==> config.mk <==
export PLATFORM = sky130hd
export DESIGN_NAME = retire_top
export DESIGN_NICKNAME = d
export VERILOG_FILES = /design/src/common/retire_pkg.sv /design/src/rob/rob.sv /design/src/verilog/reg_file.sv /design/src/verilog/retire_top.sv
export SDC_FILE = /design/constraint.sdc
export NUM_CORES = 2
export LEC_CHECK = 0
export BUFFER_PORTS_ARGS = -buffer_cell sky130_fd_sc_hd__buf_2
export CORE_UTILIZATION = 60
export CTS_CLUSTER_DIAMETER = 80
export CTS_CLUSTER_SIZE = 10
export DETAILED_ROUTE_END_ITERATION = 7
export GPL_TIMING_DRIVEN = 0
export PLACE_DENSITY_LB_ADDON = 0.12
export REMOVE_ABC_BUFFERS = 1
export SYNTH_ARGS = -nofsm -noshare
export SYNTH_HDL_FRONTEND = slang
export SYNTH_SLANG_ARGS = --single-unit
export TNS_END_PERCENT = 30
==> constraint.sdc <==
create_clock -name clk -period 9.95 [get_ports clk]
set_input_delay 0.995 -clock clk [delete_from_list [all_inputs] [get_ports clk]]
set_output_delay 0.995 -clock clk [all_outputs]
set_load 0.01 [all_outputs]
==> src/common/retire_pkg.sv <==
`default_nettype none

package retire_pkg;

    // rob tag width, depth may not exceed 2**tag_w
    localparam int tag_w = 4;

    localparam int reg_addr_w = 5;
    localparam int data_w = 32;
    localparam int addr_w = 32;

    // number of architectural registers
    localparam int num_regs = 2 ** reg_addr_w;

    // rob entry tag
    typedef logic [tag_w-1:0] tag_t;

    // occupancy count, one bit wider so a full rob is representable
    typedef logic [tag_w:0] count_t;

    typedef logic [reg_addr_w-1:0] reg_addr_t; // x0 never written
    typedef logic [data_w-1:0] data_t;
    typedef logic [addr_w-1:0] addr_t;          // redirect pc

    // selects the commit path of an entry
    typedef enum logic [1:0] {
        op_alu    = 2'd0,
        op_branch = 2'd1,
        op_store  = 2'd2
    } op_class_t;

endpackage

`default_nettype wire

==> src/rob/rob.sv <==
`timescale 1ns/1ps
`default_nettype none

module rob #(
    parameter int depth = 16
) (
    input  wire logic                  clk,
    input  wire logic                  rst,

    input  wire logic                  disp_valid,
    input  wire retire_pkg::op_class_t disp_op,
    input  wire retire_pkg::reg_addr_t disp_rd,
    input  wire logic                  disp_pred_taken,
    output logic                       disp_ready,
    output retire_pkg::tag_t           disp_tag,

    input  wire logic                  ex_valid,
    input  wire retire_pkg::tag_t      ex_tag,
    input  wire retire_pkg::data_t     ex_data,
    input  wire logic                  ex_taken,
    input  wire retire_pkg::addr_t     ex_target,

    input  wire logic                  sb_valid,
    input  wire retire_pkg::tag_t      sb_tag,

    output logic                       commit_valid,
    output retire_pkg::reg_addr_t      commit_rd,
    output retire_pkg::data_t          commit_data,
    output retire_pkg::tag_t           commit_tag,

    output logic                       store_commit_valid,
    output retire_pkg::tag_t           store_commit_tag,

    output logic                       flush,
    output retire_pkg::addr_t          redirect_pc
);
    import retire_pkg::*;

    // per-entry state
    logic      valid  [depth];
    logic      done   [depth];
    op_class_t op     [depth];
    reg_addr_t rd     [depth];
    data_t     data   [depth];
    logic      pred   [depth];
    logic      actual [depth];
    addr_t     target [depth];

    tag_t   head;
    tag_t   tail;
    tag_t   head_nxt;
    tag_t   tail_nxt;
    count_t count;

    logic full;
    logic alloc;
    logic retire;
    logic mispredict;

    assign head_nxt = (head == tag_t'(depth - 1)) ? '0 : head + 1'b1; // wrap at depth
    assign tail_nxt = (tail == tag_t'(depth - 1)) ? '0 : tail + 1'b1;

    assign full = (count == count_t'(depth));

    // no dispatch while the flush is visible
    assign disp_ready = !full && !flush;
    assign disp_tag = tail;
    assign alloc = disp_valid && disp_ready;

    assign retire = valid[head] && done[head];
    assign mispredict = retire && (op[head] == op_branch) && (pred[head] != actual[head]);

    // control state
    always_ff @(posedge clk) begin
        if (rst) begin
            head <= '0;
            tail <= '0;
            count <= '0;
            commit_valid <= 1'b0;
            store_commit_valid <= 1'b0;
            flush <= 1'b0;
            for (int i = 0; i < depth; i++) begin
                valid[i] <= 1'b0;
                done[i] <= 1'b0;
            end
        end else begin
            commit_valid <= 1'b0;
            store_commit_valid <= 1'b0;
            flush <= 1'b0;

            if (alloc) begin
                valid[tail] <= 1'b1;
                done[tail] <= 1'b0;
                tail <= tail_nxt;
            end

            // late writebacks of squashed entries are dropped
            if (ex_valid && !flush)
                done[ex_tag] <= 1'b1;
            if (sb_valid && !flush)
                done[sb_tag] <= 1'b1;

            if (retire) begin
                valid[head] <= 1'b0;
                done[head] <= 1'b0;
                head <= head_nxt;
                if (op[head] == op_store)
                    store_commit_valid <= 1'b1;
                else
                    commit_valid <= 1'b1; // branches commit too even when mispredicted
            end

            count <= count + count_t'(alloc) - count_t'(retire);

            // drop every entry younger than the branch
            if (mispredict) begin
                flush <= 1'b1;
                head <= '0;
                tail <= '0;
                count <= '0;
                for (int i = 0; i < depth; i++) begin
                    valid[i] <= 1'b0;
                    done[i] <= 1'b0;
                end
            end
        end
    end

    // entry payload and commit outputs
    always_ff @(posedge clk) begin
        if (alloc) begin
            op[tail] <= disp_op;
            rd[tail] <= disp_rd;
            pred[tail] <= disp_pred_taken;
        end

        if (ex_valid && !flush) begin
            data[ex_tag] <= ex_data;
            actual[ex_tag] <= ex_taken;
            target[ex_tag] <= ex_target;
        end

        if (retire) begin
            commit_rd <= rd[head];
            commit_data <= data[head];
            commit_tag <= head;
            store_commit_tag <= head;
        end

        if (mispredict)
            redirect_pc <= target[head];
    end

    // dispatch never lands on a live entry
    a_alloc_free: assert property (@(posedge clk) disable iff (rst)
        alloc |-> !valid[tail]);

    // writebacks must name an in-flight entry that is not yet done
    a_ex_tag_live: assert property (@(posedge clk) disable iff (rst)
        (ex_valid && !flush) |-> valid[ex_tag] && !done[ex_tag]);

    a_sb_tag_live: assert property (@(posedge clk) disable iff (rst)
        (sb_valid && !flush) |-> valid[sb_tag] && (op[sb_tag] == op_store));

    a_one_commit: assert property (@(posedge clk) disable iff (rst)
        !(commit_valid && store_commit_valid));

endmodule

`default_nettype wire

==> src/verilog/reg_file.sv <==
`timescale 1ns/1ps
`default_nettype none

module reg_file (
    input  wire logic                  clk,
    input  wire logic                  rst,

    input  wire logic                  alloc_valid,
    input  wire retire_pkg::reg_addr_t alloc_rd,
    input  wire retire_pkg::tag_t      alloc_tag,

    input  wire logic                  commit_valid,
    input  wire retire_pkg::reg_addr_t commit_rd,
    input  wire retire_pkg::data_t     commit_data,
    input  wire retire_pkg::tag_t      commit_tag,

    input  wire logic                  flush,

    input  wire retire_pkg::reg_addr_t rs1_addr,
    input  wire retire_pkg::reg_addr_t rs2_addr,
    output retire_pkg::data_t          rs1_data,
    output retire_pkg::data_t          rs2_data,
    output logic                       rs1_busy,
    output logic                       rs2_busy,
    output retire_pkg::tag_t           rs1_tag,
    output retire_pkg::tag_t           rs2_tag
);
    import retire_pkg::*;

    data_t regs [num_regs];
    logic  busy [num_regs];
    tag_t  tags [num_regs]; // newest producer of each register

    // busy tracking
    always_ff @(posedge clk) begin
        if (rst) begin
            for (int i = 0; i < num_regs; i++)
                busy[i] <= 1'b0;
        end else if (flush) begin
            for (int i = 0; i < num_regs; i++)
                busy[i] <= 1'b0;
        end else begin
            // only the newest producer frees the register
            if (commit_valid && (tags[commit_rd] == commit_tag))
                busy[commit_rd] <= 1'b0;
            if (alloc_valid && (alloc_rd != '0))
                busy[alloc_rd] <= 1'b1; // alloc wins over commit
        end
    end

    always_ff @(posedge clk) begin
        if (alloc_valid && (alloc_rd != '0))
            tags[alloc_rd] <= alloc_tag;
        // data still lands during the flush cycle
        if (commit_valid && (commit_rd != '0))
            regs[commit_rd] <= commit_data;
    end

    // x0 reads zero and is never busy
    assign rs1_data = (rs1_addr == '0) ? '0 : regs[rs1_addr];
    assign rs1_busy = (rs1_addr != '0) && busy[rs1_addr];
    assign rs1_tag = tags[rs1_addr];

    assign rs2_data = (rs2_addr == '0) ? '0 : regs[rs2_addr];
    assign rs2_busy = (rs2_addr != '0) && busy[rs2_addr];
    assign rs2_tag = tags[rs2_addr];

    // the rob only commits entries that target a real register
    a_no_x0_commit: assert property (@(posedge clk) disable iff (rst)
        commit_valid |-> (commit_rd != '0));

endmodule

`default_nettype wire

==> src/verilog/retire_top.sv <==
`timescale 1ns/1ps
`default_nettype none

module retire_top #(
    parameter int depth = 16
) (
    input  wire logic                  clk,
    input  wire logic                  rst,

    input  wire logic                  disp_valid,
    input  wire retire_pkg::op_class_t disp_op,
    input  wire retire_pkg::reg_addr_t disp_rd,
    input  wire logic                  disp_pred_taken,
    output logic                       disp_ready,
    output retire_pkg::tag_t           disp_tag,

    input  wire logic                  ex_valid,
    input  wire retire_pkg::tag_t      ex_tag,
    input  wire retire_pkg::data_t     ex_data,
    input  wire logic                  ex_taken,
    input  wire retire_pkg::addr_t     ex_target,

    input  wire logic                  sb_valid,
    input  wire retire_pkg::tag_t      sb_tag,

    output logic                       commit_valid,
    output retire_pkg::reg_addr_t      commit_rd,
    output retire_pkg::data_t          commit_data,
    output retire_pkg::tag_t           commit_tag,
    output logic                       store_commit_valid,
    output retire_pkg::tag_t           store_commit_tag,
    output logic                       flush,
    output retire_pkg::addr_t          redirect_pc,

    input  wire retire_pkg::reg_addr_t rs1_addr,
    input  wire retire_pkg::reg_addr_t rs2_addr,
    output retire_pkg::data_t          rs1_data,
    output retire_pkg::data_t          rs2_data,
    output logic                       rs1_busy,
    output logic                       rs2_busy,
    output retire_pkg::tag_t           rs1_tag,
    output retire_pkg::tag_t           rs2_tag
);
    import retire_pkg::*;

    logic alloc_valid;

    // rename only ops that write a real register
    assign alloc_valid = disp_valid && disp_ready && (disp_op != op_store) && (disp_rd != '0);

    rob #(
        .depth(depth)
    ) rob_inst (
        .clk(clk), .rst(rst),
        .disp_valid(disp_valid), .disp_op(disp_op), .disp_rd(disp_rd),
        .disp_pred_taken(disp_pred_taken), .disp_ready(disp_ready), .disp_tag(disp_tag),
        .ex_valid(ex_valid), .ex_tag(ex_tag), .ex_data(ex_data),
        .ex_taken(ex_taken), .ex_target(ex_target),
        .sb_valid(sb_valid), .sb_tag(sb_tag),
        .commit_valid(commit_valid), .commit_rd(commit_rd),
        .commit_data(commit_data), .commit_tag(commit_tag),
        .store_commit_valid(store_commit_valid), .store_commit_tag(store_commit_tag),
        .flush(flush), .redirect_pc(redirect_pc)
    );

    reg_file reg_file_inst (
        .clk(clk), .rst(rst),
        .alloc_valid(alloc_valid), .alloc_rd(disp_rd), .alloc_tag(disp_tag),
        .commit_valid(commit_valid), .commit_rd(commit_rd),
        .commit_data(commit_data), .commit_tag(commit_tag),
        .flush(flush),
        .rs1_addr(rs1_addr), .rs2_addr(rs2_addr),
        .rs1_data(rs1_data), .rs2_data(rs2_data),
        .rs1_busy(rs1_busy), .rs2_busy(rs2_busy),
        .rs1_tag(rs1_tag), .rs2_tag(rs2_tag)
    );

endmodule

`default_nettype wire

==> impl_metrics.py <==
metrics = {
    "power": {
        "p_int_mw": 17.46,
        "pwr-share-comb_pct": 5.3,
        "seq_power_share_pct": 52.6,
        "clkPwrFrac_pct": 42.1,
        "peakVddDrop_mv": 0.1871,
        "swShare_pct": 20.66,
        "power_leakage_nw": 37.60,
        "powerDensity_nw_per_um2": 183.5,
        "switchingPower_mw": 4.548,
    },
    "sta": {
        "fmax_mhz": 191.8,
        "slew_viol_final": 16,
        "skew_ns": 0.06576,
        "hold_viol": 0,
        "hold_slack_ns": 0.4378,
        "setup_violations": 0,
        "worst_slew_margin_rel_pct": -8.221,
        "post-route-period-util_pct": 52.41,
        "fin_tns_setup_ns": 0,
        "grt_setup_unrepaired": "false",
        "fin_crit_ns": 5.215,
        "worst_pin_slew_ns": 1.611,
    },
    "synthesis": {
        "muxShareOfSynthArea_pct": 25.04,
        "ys_seq_elements": 2477,
        "synth_top_family_by_area": "multiplexers",
        "netlist_area_um2": 104500,
        "yosys.area_share.simple_pct": 2.111,
        "synth_cell_types": 58,
        "synthAdderAreaFrac_pct": 0.1867,
        "synth_async_sr_flop_share_pct": 0,
        "synth_xor_area_share_pct": 0.06702,
        "avgSynthCellArea_um2": 22.39,
        "yosys_warnings": 0,
        "syn_inst": 4669,
        "ys_seq_area_share_pct": 70.34,
        "synth_compound_area_share_pct": 1.001,
        "ys.flop_type": "edfxtp_1",
        "synth_edf_count": 2393,
    },
    "clock_tree": {
        "postCtsSetupBuffers": 0,
        "ctsHtreeMaxLevel": 5,
        "cts_resized": 0,
        "holdBufCountCts": 0,
        "numCtsBuffers": 297,
        "cts_tree": "done",
        "insertion_delay_ns": 0.93,
        "cts_buffer_depth": 4,
        "clk_pin_slew_worst_paths_ns": 0.06,
        "clock-sinks": 2477,
        "cts.root.buffer_cell": "clkbuf_16",
    },
    "grt": {
        "antenna_found_initial": 34,
        "grt_overflow": 0,
        "grt_start_max_net_pins": 99,
        "grt_pass1_wl_mm": 385.4,
        "grt_usage_pct": 31.18,
        "grt_pass1_vias": 55070,
    },
    "cells_and_area": {
        "final_util_pct": 69.61,
        "design_area_um2": 119900,
        "nFillCells": 10280,
        "nets": 5249,
        "drive_gt1_share_pct": 37.11,
        "area_delta_synth_final_pct": 14.72,
    },
    "setup_path": {
        "path_class": "input port to primary output",
        "start_kind": "input port",
        "critPathArrivalTime_ns": 4.22,
        "required_ns": 8.96,
        "path_max_fanout": 67,
        "crit_path_end_kind": "primary output",
    },
    "floorplanning": {
        "core-area_um2": 172300,
        "rows": 152,
        "die_h_um": 419.4,
        "dieArea_um2": 175900,
        "start_util_pct": 60.68,
        "die_w_um": 419.4,
        "io_pins": 255,
    },
    "drt": {
        "drtPass1Iterations": 6,
        "via_count": 53780,
        "wl_per_cell_um": 35.81,
        "first_iter_violations": 6897,
        "viasPerCell": 7.144,
        "ant_nets": 0,
        "drt_wl_total_mm": 269.6,
        "drc": 0,
    },
    "place": {
        "globalplace.congestion": 0.8216,
        "portBuffers": 254,
        "place_hpwl_mm": 161.2,
        "placement.cell_area_um2": 112000,
    },
    "flow_run": {
        "drv_cap": 2,
    },
    "run_status": {
        "outcome": "complete, but fails checks",
        "violations": "max-capacitance violations, max-slew violations",
    },
    "worst_hold_path": {
        "hold_path_class": "input port to flip-flop",
    },
}
## cell usage after synthesis, types with 24 or more instances
cell type  instances  area share, %
a21oi_1           26           0.12
a221oi_1          24           0.20
buf_1             90           0.32
clkbuf_1         195           0.70
dfxtp_1           84            1.6
edfxtp_1        2393             69
mux2i_1          147            1.4
mux4_2          1093             24
nand2_1           32           0.11
nor2_1           199           0.71
nor3_1            48           0.23
nor4_1            26           0.16
o22ai_1           33           0.20
## metal layers
| layer | vias to the layer above | share of wire, % | GRT usage, % |
|---|---|---|---|
| met5 | - | 0.057 | 0 |
| met4 | 22 | 3.6 | 11.27 |
| met3 | 603 | 8.9 | 6.119 |
| met2 | 3034 | 50 | 50.65 |
| met1 | 28920 | 37 | 42.68 |
| li1 | 21210 | - | - |
## sequential cells by signal, indices dropped and copies added (netlist names), named ones only
signal and cells:
rob_inst.valid 16, rob_inst.flush 1, rob_inst.pred 16, rob_inst.commit_valid 1
rob_inst.op 32, rob_inst.count 5, rob_inst.data 512, rob_inst.commit_rd 5
reg_file_inst.regs 1024, reg_file_inst.busy 32, rob_inst.commit_data 32, rob_inst.disp_tag 4
rob_inst.actual 16, rob_inst.commit_tag 4, rob_inst.store_commit_valid 1, rob_inst.done 16
reg_file_inst.tags 128, rob_inst.rd 80, rob_inst.head 4, rob_inst.redirect_pc 32
rob_inst.target 512
## worst max-delay path: stages
cell and delay (ns):
buf_8 0.42, buf_16 0.43, buf_16 0.39, mux4_2 0.57
mux4_2 0.48, mux2i_1 0.42, nor2_1 0.09, buf_2 0.16
## through the flow
step	std cells	power (mW)	setup slack [ns]
after floorplan	4391	12.40	-3.174
after global placement	6955	13.11	-14.28
after detailed placement	7148	12.94	4.669
after CTS	7520	22.12	4.650
after global routing	7526	22.56	4.482
final	7528	22.01	4.735
## power groups by stage
stage                     Clock (mW)  Combinational [mW]  Sequential (mW)
final                           9.28                1.16             11.6
after global routing            9.75                1.23             11.6
after CTS                       9.38                1.17             11.6
after detailed placement           0                1.16             11.8
after global placement             0                1.30             11.8
after floorplan                    0               0.624             11.8
## area by class of cell
class	instances	area [um^2]	area share, %
inverter	16	60.06	0.05007
sequential	2477	73560	61.33
timing repair buffer	448	5261	4.387
multi-input combinational	1898	30280	25.24
clock buffer	368	7826	6.525
tap	2310	2890	2.410
clock inverter	4	46.29	0.03860
antenna	7	17.52	0.01460
## cells by family after synthesis
logic type               count (synthesis)
AND/OR/NAND/NOR                        438
AO/OA/AOI/OAI                          153
other                                    1
flip-flops                            2477
multiplexers                          1248
adder cells (fa/ha/maj)                 15
XOR/XNOR                                 8
buffers and inverters                  329
## path summary, 6_finish.rpt
check	start	to	slack, ns	cells after the start
max	rs2_addr[0]	rs2_data[12]	4.74	8
min	ex_target[20]	rob_inst.target[4][20]$_DFFE_PP_	0.44	1
max reg2reg	rob_inst.commit_rd[0]$_DFFE_PN_	reg_file_inst.busy[31]$_DFF_P_	5.14	9
min reg2reg	reg_file_inst.busy[0]$_DFF_P_	reg_file_inst.busy[0]$_DFF_P_	0.47	1
## cell usage in the layout (no fill, tap or decap), drive strengths merged, types with 4 or more instances in the layout
| master | n |
|---|---|
| o31a | 15 |
| or4 | 7 |
| mux2 | 8 |
| conb | 36 |
| ha | 14 |
| mux2i | 147 |
| a21oi | 26 |
| nor3 | 48 |
| clkbuf | 368 |
| buf | 448 |
| mux4 | 1093 |
| o21a | 15 |
| nand2b | 11 |
| nand4b | 4 |
| or4b | 5 |
| nor4 | 27 |
| a221oi | 24 |
| nand3 | 16 |
| dfxtp | 84 |
| nand2 | 32 |
| and2 | 5 |
| a22oi | 4 |
| or4bb | 5 |
| and3 | 22 |
| nor3b | 22 |
| o21ai | 22 |
| nand4 | 5 |
| nor2 | 199 |
| diode | 7 |
| nor2b | 9 |
| o22ai | 33 |
| edfxtp | 2393 |
| nand3b | 10 |
| inv | 17 |
| xor2 | 5 |
Note: power is estimated with default switching activity, not from simulation.
